**src/include/axis_consts.svh**
```systemverilog
// ~~~~~~~~~~~~~~~~~~~~
// Field widths for the stream beats and the frame counter
// Include wherever a width is needed
// ~~~~~~~~~~~~~~~~~~~~

`ifndef AXIS_CONSTS_SVH
`define AXIS_CONSTS_SVH

// Payload fields of one stream beat
`define AXIS_DATA_WIDTH 32
`define AXIS_DEST_WIDTH 8

// The user field carries the beat index, so it also limits frame length
`define AXIS_USER_WIDTH 16

// Frames completed since reset, wraps at the top
`define FRAME_COUNT_WIDTH 16

`endif

```
**src/source/axis_beat_pkg.sv**
```systemverilog
// ~~~~~~~~~~~~~~~~~~~~
// Packed beat type shared by the stream stages and the testbench
// ~~~~~~~~~~~~~~~~~~~~

`include "axis_consts.svh"

package axis_beat_pkg;

    // One stream beat, 57 bits with data in the top bits
    typedef struct packed {
        logic [`AXIS_DATA_WIDTH-1:0] data;
        logic [`AXIS_DEST_WIDTH-1:0] dest;
        logic [`AXIS_USER_WIDTH-1:0] user;
        logic                        tlast;
    } beat_t;

endpackage

```
**src/source/frame_pkg.sv**
```systemverilog
// ~~~~~~~~~~~~~~~~~~~~
// Types for frame bookkeeping, beat position and frame count
// ~~~~~~~~~~~~~~~~~~~~

`include "axis_consts.svh"

package frame_pkg;

    // Position of a beat inside its frame, 0 for the first beat
    typedef logic [`AXIS_USER_WIDTH-1:0] beat_index_t;

    // Completed frames since reset
    typedef logic [`FRAME_COUNT_WIDTH-1:0] frame_count_t;

endpackage
```
**src/source/axi_stream.sv**
```systemverilog
// ~~~~~~~~~~~~~~~~~~~~
// Stream bundle that joins the internal pipeline stages
// ~~~~~~~~~~~~~~~~~~~~

`timescale 1ns/1ns

`include "axis_consts.svh"

interface axi_stream;

    logic                        valid;
    logic                        ready;
    logic [`AXIS_DATA_WIDTH-1:0] data;
    logic [`AXIS_DEST_WIDTH-1:0] dest;
    logic [`AXIS_USER_WIDTH-1:0] user;
    logic                        tlast;

    // The sender owns valid and the payload, the receiver owns ready
    modport master (output valid, output data, output dest, output user, output tlast,
                    input ready);

    modport slave (input valid, input data, input dest, input user, input tlast,
                   output ready);

endinterface

```
**src/source/axis_beat_indexer.sv**
```systemverilog
// ~~~~~~~~~~~~~~~~~~~~
// Stamps each beat's user field with its position in the frame
// and counts completed frames
// ~~~~~~~~~~~~~~~~~~~~

`timescale 1ns/1ns

module axis_beat_indexer (
    input  logic                    clock,
    input  logic                    reset,
    axi_stream.slave                axis_in,
    axi_stream.master               axis_out,
    output frame_pkg::frame_count_t frame_count
);

    frame_pkg::beat_index_t  beat_index;
    frame_pkg::frame_count_t frame_count_q;
    logic                    out_handshake;

    // Handshake and payload pass straight through this stage
    assign axis_out.valid = axis_in.valid;
    assign axis_in.ready  = axis_out.ready;
    assign axis_out.data  = axis_in.data;
    assign axis_out.dest  = axis_in.dest;
    assign axis_out.tlast = axis_in.tlast;

    // Only the user field is replaced
    assign axis_out.user = beat_index;

    assign out_handshake = axis_out.valid && axis_out.ready;

    // Beat index restarts after the last beat of each frame
    always_ff @(posedge clock) begin
        if (!reset) begin
            beat_index <= '0;
        end else if (out_handshake) begin
            if (axis_in.tlast) begin
                beat_index <= '0;
            end else begin
                beat_index <= beat_index + 1'b1;
            end
        end
    end

    // Frame counter wraps at the top
    always_ff @(posedge clock) begin
        if (!reset) begin
            frame_count_q <= '0;
        end else if (out_handshake && axis_in.tlast) begin
            frame_count_q <= frame_count_q + 1'b1;
        end
    end

    assign frame_count = frame_count_q;

    // Whenever a frame has just completed, the next one starts at index 0
    assert property (@(posedge clock) disable iff (!reset)
        (frame_count_q != $past(frame_count_q)) |-> (beat_index == '0));

endmodule

```
**src/source/axis_index_pipeline.sv**
```systemverilog
// ~~~~~~~~~~~~~~~~~~~~
// Top level of the stream slice: input skid buffer, beat indexer,
// output skid buffer, all behind plain stream ports
// ~~~~~~~~~~~~~~~~~~~~

`timescale 1ns/1ns

`include "axis_consts.svh"

module axis_index_pipeline (
    input  logic                        clock,
    input  logic                        reset,

    input  logic                        in_valid,
    output logic                        in_ready,
    input  logic [`AXIS_DATA_WIDTH-1:0] in_data,
    input  logic [`AXIS_DEST_WIDTH-1:0] in_dest,
    input  logic [`AXIS_USER_WIDTH-1:0] in_user,
    input  logic                        in_tlast,

    output logic                        out_valid,
    input  logic                        out_ready,
    output logic [`AXIS_DATA_WIDTH-1:0] out_data,
    output logic [`AXIS_DEST_WIDTH-1:0] out_dest,
    output logic [`AXIS_USER_WIDTH-1:0] out_user,
    output logic                        out_tlast,

    output frame_pkg::frame_count_t     frame_count
);

    axi_stream port_in ();
    axi_stream stream_a ();
    axi_stream stream_b ();
    axi_stream port_out ();

    assign port_in.valid = in_valid;
    assign port_in.data  = in_data;
    assign port_in.dest  = in_dest;
    assign port_in.user  = in_user;
    assign port_in.tlast = in_tlast;
    assign in_ready      = port_in.ready;

    assign out_valid      = port_out.valid;
    assign out_data       = port_out.data;
    assign out_dest       = port_out.dest;
    assign out_user       = port_out.user;
    assign out_tlast      = port_out.tlast;
    assign port_out.ready = out_ready;

    // Registered input stage gives the one cycle of latency
    axis_skid_buffer #(
        .register_output(1),
        .latching(0)
    ) u_skid_in (
        .clock(clock),
        .reset(reset),
        .axis_in(port_in.slave),
        .axis_out(stream_a.master)
    );

    axis_beat_indexer u_indexer (
        .clock(clock),
        .reset(reset),
        .axis_in(stream_a.slave),
        .axis_out(stream_b.master),
        .frame_count(frame_count)
    );

    // Output stage only breaks the ready path back to the indexer
    axis_skid_buffer #(
        .register_output(0),
        .latching(0)
    ) u_skid_out (
        .clock(clock),
        .reset(reset),
        .axis_in(stream_b.slave),
        .axis_out(port_out.master)
    );

endmodule

```
**src/source/axis_skid_buffer.sv**
```systemverilog
// ~~~~~~~~~~~~~~~~~~~~
// One-slot stream skid buffer, output either registered or passed through
// ~~~~~~~~~~~~~~~~~~~~

`timescale 1ns/1ns

module axis_skid_buffer #(
    parameter register_output = 1,
    parameter latching = 0
) (
    input logic       clock,
    input logic       reset,
    axi_stream.slave  axis_in,
    axi_stream.master axis_out
);

    // Beats in flight once one of them has to wait in the slot
    localparam logic [1:0] slot_level = register_output ? 2'd2 : 2'd1;

    axis_beat_pkg::beat_t in_beat;
    axis_beat_pkg::beat_t slot;
    axis_beat_pkg::beat_t out_beat;
    logic                 out_valid;
    logic                 in_handshake;
    logic                 out_handshake;
    logic                 output_stalled;
    logic                 skidding;
    logic                 ready_armed;
    logic [1:0]           held_beats;

    assign in_beat.data  = axis_in.data;
    assign in_beat.dest  = axis_in.dest;
    assign in_beat.user  = axis_in.user;
    assign in_beat.tlast = axis_in.tlast;

    assign in_handshake   = axis_in.valid && axis_in.ready;
    assign out_handshake  = axis_out.valid && axis_out.ready;
    assign output_stalled = axis_out.valid && !axis_out.ready;

    // A beat accepted while the output stalls has to wait in the slot
    always_ff @(posedge clock) begin
        if (!reset) begin
            skidding <= 1'b0;
        end else if (in_handshake && output_stalled) begin
            skidding <= 1'b1;
        end else if (axis_out.ready) begin
            skidding <= 1'b0;
        end
    end

    // Ready stays low for one cycle after reset is released
    always_ff @(posedge clock) begin
        if (!reset) begin
            ready_armed <= 1'b0;
        end else begin
            ready_armed <= 1'b1;
        end
    end

    assign axis_in.ready = ready_armed && !skidding;

    // The slot always keeps the last accepted beat
    // skidding tells whether it still has to be sent
    always_ff @(posedge clock) begin
        if (in_handshake) begin
            slot <= in_beat;
        end
    end

    // Beats taken in and not yet handed on, from the handshakes on both sides
    always_ff @(posedge clock) begin
        if (!reset) begin
            held_beats <= '0;
        end else if (in_handshake && !out_handshake) begin
            held_beats <= held_beats + 2'd1;
        end else if (!in_handshake && out_handshake) begin
            held_beats <= held_beats - 2'd1;
        end
    end

    generate
        if (register_output) begin : g_registered
            logic load_output;

            // The output register only moves when it is empty or being taken
            assign load_output = !out_valid || axis_out.ready;

            always_ff @(posedge clock) begin
                if (!reset) begin
                    out_valid <= 1'b0;
                end else if (load_output) begin
                    out_valid <= skidding || in_handshake;
                end
            end

            always_ff @(posedge clock) begin
                if (load_output) begin
                    if (skidding) begin
                        out_beat <= slot;
                    end else if (in_handshake) begin
                        out_beat <= in_beat;
                    end else if (!latching) begin
                        out_beat <= '0;
                    end
                end
            end

            // A stalled beat must not change under the receiver
            assert property (@(posedge clock) disable iff (!reset)
                (out_valid && !axis_out.ready) |=> (out_valid && $stable(out_beat)));
        end else begin : g_passthrough
            // The held beat goes first, otherwise the input flows straight out
            assign out_valid = skidding || in_handshake;

            always_comb begin
                if (skidding) begin
                    out_beat = slot;
                end else if (axis_in.valid) begin
                    out_beat = in_beat;
                end else if (latching) begin
                    out_beat = slot;
                end else begin
                    out_beat = '0;
                end
            end
        end
    endgenerate

    assign axis_out.valid = out_valid;
    assign axis_out.data  = out_beat.data;
    assign axis_out.dest  = out_beat.dest;
    assign axis_out.user  = out_beat.user;
    assign axis_out.tlast = out_beat.tlast;

    // Upstream never sees ready while a beat waits in the slot
    assert property (@(posedge clock) disable iff (!reset)
        (held_beats >= slot_level) |-> !axis_in.ready);

endmodule

```
**config.mk**
```make
export PLATFORM = sky130hd
export DESIGN_NAME = axis_index_pipeline
export DESIGN_NICKNAME = d
export VERILOG_FILES = /design/src/source/axis_beat_pkg.sv /design/src/source/frame_pkg.sv /design/src/source/axi_stream.sv /design/src/source/axis_beat_indexer.sv /design/src/source/axis_index_pipeline.sv /design/src/source/axis_skid_buffer.sv
export VERILOG_INCLUDE_DIRS = /design/src /design/src/include
export SDC_FILE = /design/constraint.sdc
export NUM_CORES = 1
export LEC_CHECK = 0
export BUFFER_PORTS_ARGS = -buffer_cell sky130_fd_sc_hd__buf_2
export CORE_MARGIN = 2
export CORE_UTILIZATION = 54
export DETAILED_ROUTE_END_ITERATION = 12
export GPL_ROUTABILITY_DRIVEN = 1
export PLACE_DENSITY_LB_ADDON = 0.25
export SYNTH_ARGS = -nofsm -noshare
export SYNTH_HDL_FRONTEND = slang
export SYNTH_SLANG_ARGS = --single-unit
```
**constraint.sdc**
```tcl
create_clock -name clock -period 3.2 [get_ports clock]
set_clock_uncertainty 0.2 [all_clocks]
set_input_delay 0.16 -clock clock [delete_from_list [all_inputs] [get_ports clock]]
set_output_delay 0.16 -clock clock [all_outputs]
set_load 0.02 [all_outputs]
```
Word level (Yosys, flattened, before mapping)

Cells that the tools add are included.

Flip-flop bits (word level): 191
Input port bits: 61
Output and inout bits: 75
Logic and storage cells: 48

Add/sub/neg operators: 2
Mux-type cells: 10
Reduce and logical (&&, ||, !) cells: 19

Operators with widths:

| operator              | count |
|---|---|
| $mux 57               | 4 |
| $add 16x1->16 const B | 2 |
| $mux 16               | 1 |
| $logic_and 1x1->1     | 9 |
| $logic_not 1->1       | 5 |
| $mux 1                | 5 |
| $reduce_bool 2->1     | 2 |
| $logic_or 1x1->1      | 3 |

Longest topological paths before layout

Gate-level depths: netlist of run 1.

Word-level depth: 7
Gate-level depth with buffers: 6

By module

A second synthesis of run 1 with hierarchy kept.

Cell total of the unflattened synthesis: 669
Area, all modules: 8908.5 µm²

Modules (own cells, without submodules):

| module                        | instances | cells an instance | area each (µm²) | sequential area each (µm²) |
|---|---|---|---|---|
| axis_skid_buffer (u_skid_in)  | 1         | 323               | 4692.0          | 3483.3 |
| axis_skid_buffer (u_skid_out) | 1         | 136               | 2402.3          | 1751.7 |
| axis_beat_indexer             | 1         | 210               | 1814.2          | 640.6 |

Least setup slack after synthesis of run 1

Ideal clock, no wire load.

Kind: reg-to-reg
Start point: register, netlist name u_skid_out.ready_armed
End point: register u_skid_in.slot[0] (netlist bit), enable pin
Data arrival time: 2114 ps
Required time: 2578 ps
Path slack: 465 ps
Stages on the path, launching flop included: 4
Buffers on the path: 1
Period minus slack after synthesis: 2735 ps
Path through: dfxtp_1 > nand2_1 > nor2_1 > clkbuf_1

RTL lines:

| item                 | RTL line               | text |
|---|---|---|
| to (signal assigned) | axis_skid_buffer.sv:66 | `slot <= in_beat;` |
| to (decl)            | axis_skid_buffer.sv:21 | `axis_beat_pkg::beat_t slot;` |

Worst setup path in the final report of run 1

Start point: register u_skid_out.skidding
End point: output out_data[2]

Longest elaborated chain between the ends: 1

Ends and longest elaborated chain:

| item                   | RTL line                  | text |
|---|---|---|
| from (decl)            | axis_skid_buffer.sv:27    | `logic skidding;` |
| from (signal assigned) | axis_skid_buffer.sv:43    | `skidding <= 1'b0;` |
| from (signal assigned) | axis_skid_buffer.sv:45    | `skidding <= 1'b1;` |
| from (signal assigned) | axis_skid_buffer.sv:47    | `skidding <= 1'b0;` |
| $mux 57                | axis_skid_buffer.sv:116   | `if (skidding) begin` |
| to (decl)              | axis_index_pipeline.sv:23 | `` output logic [`AXIS_DATA_WIDTH-1:0] out_data, `` |

No other way between the ends.

==> results.md, run 1 <==
* Status: completed
* Total power at 4.95 mW
* Fin Hold WS at 0.246 ns
* Post-synth net total at 511
* Setup ws final at 0.584 ns
* Fin area at 8580 µm²
* Final slew viol count at 0
* CTS resizes at 0
* Setup Crit Path Kind: flop to primary output
* Critical path startpoint: u_skid_out.skidding
* Grt total ovfl at 0
* Final net count at 674
* Hold path endpoint: u_skid_out.slot[48]
* Synth warn at 0
* # setup viols final at 0
* Post-synth ARST share at 0%
* Core area at 12100 µm²
* CTS tree: done
* Vias in the first global route at 4166
* Cells after Synth at 448
* Critical Path Sink Type: primary output
* Post-CTS setup repair buffer count at 0
* Max rail drop VDD at 0.392 mV
* # diodes at 0
* Antenna viol nets, final at 0
* Reg2reg end: u_indexer.frame_count[12]
* Fin. Hold Viols at 0
* Die area at 13400 µm²
* Delay of the slowest critical-path stage at 0.48 ns
* Final worst-path cycle share at 81.7%
* Detailed Routing Iterations Pass 1 at 4
* Post-synthesis instance area at 6730 µm²
* CP Launch Type: flop
* Tmin final at 2.62 ns
* Die Span X at 116 µm
* Crit path required time at 2.84 ns
* Dpl cell area at 7540 µm²
* Port Buffers at 119
* Fmax at 0.382 GHz
* Number of synthesized register bits at 175
* Reg-to-Reg Start: u_skid_out.skidding
* Final Wtd Congestion at 0.864
* Unrepaired setup endpoints after global routing: false
* Register area share after synthesis at 72.7%
* Reg clk slew, reported paths at 0.06 ns
* Top FF cell, synth: edfxtp_1
* Synth cell types at 36
* Synth top area cells: edfxtp_1 62%, a22o_1 13%, dfxtp_1 11%
* Cell Count, Final, Fillers Out at 791
* R2r setup slk at 0.89 ns
* Pre-CTS setup slack at 0.902 ns
* CTS root buf: clkbuf_16
* Initial antenna violation count at 0
* EDFF count, synth at 139
* Clock Tree Buf Depth at 2
* Syn avg cell area at 15.0 µm²
* Setup TNS at 0 ns
* CP Data Arrival Time at 2.26 ns
* H-tree levels at 4
* Crit path cell chain: buf_4 -> nor2b_4 -> buf_12 -> a22o_1 -> buf_2
* Share of cells above drive strength 1 at 26.5%
* Avg WL per Cell at 16.8 µm
* Slowest CP cell: dfxtp_2
* Hold Path Class: flop to flop
* Area Overhead vs Synth at 27.5%
* Vias/cell at 5.60
* Fin util at 70.9%
* Num CTS Buffers at 17
* Routed WL at 13.3 mm
* Final routed DRC violation total at 0
* Max Cap Viol at 0
* FF-to-FF path depth at 4
* Cell accounting for the most synthesized area: edfxtp_1
* Num rows at 40
* # IOs at 136
* DPL Wire Length at 8.24 mm
* 1st-iter DRT viols at 231
* First-pass GRT wire length at 20.9 mm
* Clock tree sinks at 175
* Vias at 4427
* Die Ht at 116 µm
* Largest net degree at the start of global routing at 55
* Pwr dens at 576 nW/µm²
* Commonest non-fill, non-tap cells in the layout: 139 x edfxtp_1, 119 x buf_2, 97 x a22o_1
* Commonest non-fill, non-tap cell in the layout: edfxtp_1
* Fillers at 841
* Slew headroom at 33.8%
* Clk_lat worst skew at 0.42 ns
* Pleak at 3.35 nW
* Placed Cells at 716
* Initial Util at 55.6%
* Post-synth top area share at 62.0%
* Worst Tran Pin Value at 0.990 ns
* Hold wc startpoint: u_skid_in.axis_out.data[23]
* Crit path max fanout at 40
* GRT Total Usage at 20.4%
* Worst hold path cell count at 0
[cell families (layout without fill, tap and decap cells)]
kind of cell,count (synthesis),count (layout),share of synthesized area (%)
AND/OR/NAND/NOR,99,99,8.01
multiplexers,1,1,0.149
flip-flops,175,175,72.7
XOR/XNOR,19,19,2.47
adder cells (fa/ha/maj),2,2,0.372
AO/OA/AOI/OAI,122,122,14.6
buffers and inverters,30,205,1.71
[power breakdown]
| group | switching, mW | internal, mW |
|---|---|---|
| Combinational | 0.141 | 0.113 |
| Sequential | 0.0417 | 2.56 |
| Clock | 0.801 | 1.29 |
| Total | 0.984 | 3.96 |
[synth_stat cells, types with 4 or more instances]
cell,number
nor2_1,22
a22o_1,97
nor4_1,6
clkbuf_1,22
edfxtp_1,139
nand3_1,17
nand4_1,7
o21ai_0,8
dfxtp_1,36
or3_1,6
a21oi_1,13
xnor2_1,12
xor2_1,7
or4_1,4
nand2_1,17
[routing by layer]
metal  routed length (µm)  global-route usage [%]
met1                 5750                    25.7
met2                 6650                    34.0
met3                  636                    5.70
met4                  234                    7.86
met5                    0                       0
[worst max path at each step]
stage,to,slack [ns],depth (start not counted)
floorplan,u_skid_in.slot[0],0.46,3
global placement,u_skid_out.slot[50],0.94,3
detailed placement,u_indexer.frame_count[1],0.90,5
CTS,out_data[2],0.56,5
global route,out_data[0],0.43,5
finish,out_data[2],0.58,5
[area by class of cell]
cell class | instances | area [µm²] | share of cell area [%]
timing repair buffer | 171 | 1120 | 13.1
multi-input combinational | 243 | 1740 | 20.3
inverter | 3 | 11.3 | 0.131
sequential | 175 | 4900 | 57.1
clock buffer | 19 | 433 | 5.04
tap | 168 | 210 | 2.45
clock inverter | 12 | 169 | 1.97
[flip-flops by register name (all words and copies together) (netlist names)]
signal and flops:
u_indexer.axis_out.user 16, u_indexer.frame_count 16, u_skid_in.axis_out.data 32, u_skid_in.axis_out.dest 8, u_skid_in.axis_out.tlast 1, u_skid_in.axis_out.valid 1
u_skid_in.skidding 1, u_skid_in.slot 41, u_skid_out.ready_armed 1, u_skid_out.skidding 1, u_skid_out.slot 57
[critical path: cells and delay by family (launching register included)]
kind	cells	cell delay, ns
AOI/OAI and AO/OA	1	0.20
buffers and inverters	3	0.73
DFF	1	0.48
and+or+nand+nor	1	0.40
[what timing repair did]
item                                    CTS  global route
hold buffers                             44             0
hold endpoints to repair                 86             0
endpoints found under the setup margin    0             0
No activity file was read; power rests on OpenSTA's default activity.
==> inputs of run 2 (changes only) <==
Settings changed: ABC_AREA from default to 1, CORE_UTILIZATION 54 to 50.
Clock period 3.2 ns to 2.3 ns, I/O delays scaled along.
==> results.md, run 2 <==
* Slew headroom at 69.4% (+36 points)
* Synth top area cells: edfxtp_1 58%, dfxtp_1 10%, nand2_1 8.3%
* Clk_lat worst skew at 0.42 ns (about the same)
* Reg2reg end: u_indexer.axis_out.user[8]
* Post-synthesis instance area at 7180 µm² (+6.6%)
* Post-CTS setup repair buffer count at 0 (unchanged)
* Fmax at 0.474 GHz
* R2r setup slk at 0.33 ns (-0.56 ns)
* Syn avg cell area at 11.4 µm² (-24%)
* WP buf/inv at 3 (unchanged)
* Tmin final at 2.11 ns
* Max rail drop VDD at 0.552 mV (+41%)
* Cell family with most CP delay: buffers and inverters
* Cell accounting for the most synthesized area: edfxtp_1
* Die area at 15300 µm² (+15%)
* Reg clk slew, reported paths at 0.06 ns (about the same)
* Top FF cell, synth: edfxtp_1
* Worst hold path cell count at 3 (+3)
* H-tree levels at 4 (unchanged)
* Reg-to-Reg Start: u_skid_out.skidding
* Sw Share at 21.5% (+1.6 points)
* Most common cell in the netlist: nand2_1
* Core area at 13900 µm² (+15%)
* Number of synthesized register bits at 175 (unchanged)
* CP Launch Type: flop
* Detailed Routing Iterations Pass 1 at 4 (unchanged)
* Synth warn at 0 (unchanged)
* Post-synth ARST share at 0% (unchanged)
* Pleak at 3.79 nW (+13%)
* CP Data Arrival Time at 1.79 ns (-0.47 ns)
* DPL Wire Length at 9.20 mm (+12%)
* Hold path endpoint: u_skid_in.slot[39]
* Vias in the first global route at 4843 (+16%)
* Worst Tran Pin Value at 0.459 ns (-0.531 ns)
* GRT Total Usage at 19.8% (-0.63 points)
* Post-synth net total at 692 (+35%)
* Cells after Synth at 629 (+40%)
* Final slew viol count at 0 (unchanged)
* Setup TNS at 0 ns (unchanged)
* Slowest CP cell: dfxtp_2
* Crit path required time at 1.99 ns (-0.85 ns)
* Pwr dens at 753 nW/µm² (+31%)
* Top reg by flops: u_skid_out.slot
* Vias at 5088 (+15%)
* Die Span X at 124 µm (+7.1%)
* Crit path cell chain: buf_4 -> buf_6 -> nand3_1 -> nand2_1 -> buf_2
* Register area share after synthesis at 68.2% (-4.5 points)
* Final worst-path cycle share at 91.6%
* Unrepaired setup endpoints after global routing: false
* CTS tree: done
* Clock Tree Buf Depth at 2 (unchanged)
* Crit path max fanout at 23 (-43%)
* Fin. Hold Viols at 0 (unchanged)
* Clock tree sinks at 175 (unchanged)
* Antenna viol nets, final at 0 (unchanged)
* CTS root buf: clkbuf_16
* Combinational power share at 5.6% (+0.5 points)
* Setup ws final at 0.192 ns (-0.392 ns)
* # IOs at 136 (unchanged)
* Pre-CTS setup slack at 0.334 ns (-0.568 ns)
* Critical Path Sink Type: primary output
* 1st-iter DRT viols at 305 (+32%)
* Vias/cell at 5.17 (-7.7%)
* Int Power at 5.30 mW (+34%)
* Final net count at 855 (+27%)
* Port Buffers at 119 (unchanged)
* Clock share of power at 41.0% (-1.3 points)
* Final Wtd Congestion at 0.814 (-5.8%)
* Synth cell types at 33 (-8.3%)
* FF-to-FF path depth at 7 (+3)
* Reg power frac at 53.4% (+0.9 points)
* Routed WL at 14.7 mm (+10%)
* First-pass GRT wire length at 23.0 mm (+10%)
* Commonest non-fill, non-tap cells in the layout: 158 x nand2_1, 139 x edfxtp_1, 119 x buf_2
* Net load switching power at 1.45 mW (+48%)
* Commonest non-fill, non-tap cell in the layout: nand2_1
* Largest net degree at the start of global routing at 71 (+29%)
* Hold Path Class: primary input to flop
* # setup viols final at 0 (unchanged)
* Status: completed
* Final routed DRC violation total at 0 (unchanged)
* Post-synth top area share at 58.1% (-3.9 points)
* Hold wc startpoint: in_valid
* Num CTS Buffers at 17 (unchanged)
* Avg WL per Cell at 14.9 µm (-11%)
* Num rows at 43 (+7.5%)
* Area Overhead vs Synth at 25.0%
* Share of cells above drive strength 1 at 22.3% (-4.2 points)
* Max reg flops at 57 (unchanged)
* Max Cap Viol at 0 (unchanged)
* Most common library cells after synthesis: 158 x nand2_1, 139 x edfxtp_1, 50 x nand3_1
* Setup Crit Path Kind: flop to primary output
* Initial Util at 51.5% (-4.1 points)
* Total power at 6.75 mW (+37%)
* Die Ht at 124 µm (+7.1%)
* Grt total ovfl at 0 (unchanged)
* Initial antenna violation count at 1 (+1)
* Delay of the slowest critical-path stage at 0.38 ns (-0.10 ns)
* EDFF count, synth at 139 (unchanged)
[run 2: cell types whose count changed in the layout (fill, tap and decap cells not counted), moves of 4 or more]
cell | before | now
nand2_1 | 16 | 158
a22o_1 | 97 | 41
inv_1 | 1 | 45
nand3_1 | 17 | 50
nor2_1 | 21 | 39
nor3_1 | 3 | 19
o21ai_0 | 8 | 22
xnor2_1 | 12 | 1
nor4_1 | 6 | 0
or3_1 | 6 | 0
xor2_1 | 7 | 2
a21oi_1 | 13 | 17
or4_1 | 4 | 0
[run 2: worst max path at each step]
stage | from | endpoint | slack, ns | cells past startpoint
final | u_skid_in.axis_out.valid | out_data[20] | 0.19 | 5
after global routing | u_skid_in.axis_out.valid | out_data[20] | 0.08 | 5
after CTS | u_skid_in.axis_out.valid | out_data[22] | 0.1 | 5
after detailed placement | u_skid_out.skidding | u_skid_out.slot[33] | 0.33 | 4
after global placement | u_skid_out.skidding | u_skid_out.slot[29] | 0.35 | 4
after floorplan | u_skid_out.ready_armed | u_skid_in.axis_out.data[0] | 0.06 | 2
[run 2: kinds of logic after synthesis]
| family | count (synthesis) | synth area share [%] |
|---|---|---|
| XOR/XNOR | 3 | 0.366 |
| buffers and inverters | 77 | 4.81 |
| AO/OA/AOI/OAI | 85 | 8.19 |
| adder cells (fa/ha/maj) | 2 | 0.348 |
| AND/OR/NAND/NOR | 287 | 18.1 |
| flip-flops | 175 | 68.2 |
[run 2: power by group through the flow]
stage | Clock, mW | Combinational, mW | Sequential [mW]
finish | 2.77 | 0.380 | 3.61
global route | 2.94 | 0.416 | 3.62
CTS | 2.82 | 0.382 | 3.61
detailed placement | 0 | 0.323 | 3.67
global placement | 0 | 0.314 | 3.67
floorplan | 0 | 0.201 | 3.66
[run 2: layout make-up]
type	instances	area (µm²)
fill	1098	4960
sequential	175	4900
multi-input combinational	377	1950
timing repair buffer	173	1140
clock buffer	17	425
tap	180	225
inverter	48	188
clock inverter	14	143
antenna	1	2.50
[run 2: repair_timing]
| action | 4_1_cts | 5_1_grt |
|---|---|---|
| endpoints found under the hold margin | 97 | 0 |
| endpoints found under the setup margin | 0 | 2 |
| resized for setup | 0 | 2 |
| hold buffers | 43 | 0 |
[run 2: through the flow]
| stage | cells | area (µm²) | util [%] | hold WS, ns |
|---|---|---|---|---|
| after CTS | 984 | 8960 | 64.3 | 0.0994 |
| after global placement | 910 | 7970 | 57.2 | 0.107 |
| after floorplan | 629 | 7180 | - | -0.0573 |
| after global routing | 984 | 8970 | 64.4 | 0.132 |
| after detailed placement | 910 | 7970 | 57.2 | 0.111 |
| final | 985 | 8970 | 64.4 | 0.112 |
[run 2: layer usage]
metal / vias up / global-route usage [%] / routed length, µm
li1: 2522 / - / -
met5: - / 0 / 11
met4: 2 / 8.31 / 242
met3: 24 / 4.53 / 751
met1: 2410 / 25.4 / 6470
met2: 130 / 32.5 / 7180
[run 2: tightest hold or removal path: stages]
cell and delay (ns):
buf_2 0.10, nor3b_4 0.15, buf_4 0.19
==> inputs of run 3 (changes only) <==
Settings changed: ABC_AREA 1 to default, BUFFER_PORTS_ARGS -buffer_cell sky130_fd_sc_hd__buf_2 to default, CELL_PAD_IN_SITES_DETAIL_PLACEMENT from default to 1, CELL_PAD_IN_SITES_GLOBAL_PLACEMENT from default to 2, CORE_UTILIZATION 50 to 39, DONT_BUFFER_PORTS from default to 1.
==> results.md, run 3 (synthesis gave the netlist of run 1 again) <==
* Status: completed
* Pleak at 2.88 nW (-24%)
* Die Ht at 135 µm (+9.3%)
* Vias at 4065 (-20%)
* Detailed Routing Iterations Pass 1 at 4 (unchanged)
* Sw Share at 22.2% (+0.67 points)
* Placed Cells at 675 (-26%)
* Combinational power share at 4.6% (-1.0 points)
* Num CTS Buffers at 17 (unchanged)
* Clock tree sinks at 175 (unchanged)
* Post-CTS setup repair buffer count at 0 (unchanged)
* DPL Wire Length at 9.44 mm (+2.5%)
* Reg power frac at 52.8% (-0.6 points)
* Reg-to-Reg Start: u_skid_in.axis_out.valid
* Max rail drop VDD at 0.530 mV (-4.1%)
* # setup viols final at 0 (unchanged)
* Unrepaired setup endpoints after global routing: false
* Fin Hold WS at 0.133 ns (+0.0213 ns)
* Final net count at 576 (-33%)
* Area Overhead vs Synth at 22.5%
* Hold wc startpoint: out_ready
* CTS tree: done
* CP Data Arrival Time at 2.28 ns (+0.49 ns)
* Final Wtd Congestion at 0.722 (-11%)
* Slowest CP cell: dfxtp_1
* Hold Path Class: primary input to flop
* Slew headroom at 65.2% (-4.3 points)
* Grt total ovfl at 0 (unchanged)
* Antenna viol nets, final at 0 (unchanged)
* Crit path max fanout at 8 (-65%)
* Die Span X at 135 µm (+9.3%)
* Max reg flops at 57 (unchanged)
* Fmax at 0.470 GHz (-0.96%)
* Initial Util at 39.3% (-12 points)
* Fin. Hold Viols at 0 (unchanged)
* Clock share of power at 42.6% (+1.6 points)
* Fillers at 1676 (+53%)
* Routed WL at 14.2 mm (-2.9%)
* H-tree levels at 4 (unchanged)
* Commonest non-fill, non-tap cells in the layout: 139 x edfxtp_1, 97 x a22o_1, 44 x dlygate4sd3_1
* Crit path required time at 2.45 ns (+0.46 ns)
* Clock Tree Buf Depth at 2 (unchanged)
* CTS root buf: clkbuf_16
* Net load switching power at 1.52 mW (+4.4%)
* First-pass GRT wire length at 22.9 mm (-0.36%)
* Tmin final at 2.13 ns (+0.0204 ns)
* Vias in the first global route at 4264 (-12%)
* GRT Total Usage at 16.3% (-3.5 points)
* Core area at 17100 µm² (+23%)
* Max Cap Viol at 0 (unchanged)
* Crit path cell chain: nand3b_1 -> or2_2 -> or4_1 -> a21oi_1
* Critical Path Sink Type: flop
* Die area at 18300 µm² (+20%)
* Avg WL per Cell at 18.9 µm (+27%)
* Reg clk slew, reported paths at 0.07 ns (about the same)
* Top reg by flops: u_skid_out.slot
* Delay of the slowest critical-path stage at 0.52 ns (+0.14 ns)
* Commonest non-fill, non-tap cell in the layout: edfxtp_1
* Cell Count, Final, Fillers Out at 751 (-24%)
* Num rows at 48 (+12%)
* Final routed DRC violation total at 0 (unchanged)
* Vias/cell at 5.41 (+4.8%)
* Final worst-path cycle share at 92.5% (+0.89 points)
* Setup Crit Path Kind: flop to flop
* Largest net degree at the start of global routing at 51 (-28%)
* # IOs at 136 (unchanged)
* CP Launch Type: flop
* Final slew viol count at 0 (unchanged)
* Worst Tran Pin Value at 0.519 ns (+0.0607 ns)
* Share of cells above drive strength 1 at 13.7% (-8.6 points)
* Int Power at 5.32 mW (+0.34%)
* WP buf/inv at 0 (-3)
* Cell family with most CP delay: simple AND/OR/NAND/NOR gates
* # diodes at 0 (-1)
* Clk_lat worst skew at 0.42 ns (about the same)
* R2r setup slk at 0.17 ns (-0.16 ns)
* Port Buffers at 0 (-100%)
* Pwr dens at 829 nW/µm² (+10%)
* CTS resizes at 0 (unchanged)
* Critical path startpoint: u_skid_in.axis_out.valid
* Setup TNS at 0 ns (unchanged)
* 1st-iter DRT viols at 141 (-54%)
* Initial antenna violation count at 0 (-1)
run 3: cell types whose count changed in the layout (fill, tap and decap cells not counted), sizes merged, moves of 11 or more:
| cell | previous run | this run |
|---|---|---|
| nand3 | 51 | 17 |
| xnor2 | 1 | 12 |
| nand2 | 163 | 17 |
| o21ai | 23 | 8 |
| nor2 | 45 | 22 |
| nor3 | 19 | 3 |
| a22o | 41 | 97 |
| inv | 51 | 8 |
| buf | 130 | 29 |
run 3: path summary, 6_finish.rpt:
check / to / depth (start not counted)
setup / recovery: u_indexer.axis_out.user[13] / 4
hold reg to reg: u_skid_out.slot[54] / 0
setup reg to reg: u_indexer.axis_out.user[13] / 4
hold / removal: u_skid_out.skidding / 2
run 3: metrics by stage:
stage	power (mW)	area [µm²]	utilization (%)	worst slack, ns
floorplan	3.84	6740	-	0.0153
global route	7.10	8250	48.2	0.0498
detailed placement	3.93	7210	42.1	0.159
global placement	3.91	7210	42.1	0.175
CTS	6.93	8250	48.2	0.143
finish	6.84	8250	48.2	0.172
run 3: layout make-up:
type                    count  area [µm²]  area share, %
well taps                 225         282           3.41
clock inverters            15         175           2.12
multi-input cells         243        1750           21.2
flip-flops and latches    175        4900           59.4
clock buffers              17         425           5.16
inverters                   3        15.0          0.182
repair buffers             73         708           8.58
run 3: what timing repair did:
action                                  in CTS  in global routing
hold endpoints to repair                   123                  0
endpoints found under the setup margin       0                  0
hold buffers                                44                  0
run 3: routing by layer:
layer	vias to the layer above	wire, µm	global-route usage, %	part of all wire (%)
met5	-	0	0	0
li1	1923	-	-	-
met3	28	862	5.91	6.1
met1	2018	5910	19.2	42
met4	0	387	7.06	2.7
met2	96	7070	27.1	50
run 3: power groups by stage:
stage	Combinational [mW]	Sequential (mW)	Clock [mW]
global route	0.346	3.62	3.13
detailed placement	0.250	3.68	0
floorplan	0.176	3.66	0
finish	0.316	3.61	2.91
global placement	0.244	3.67	0
CTS	0.324	3.61	3.00
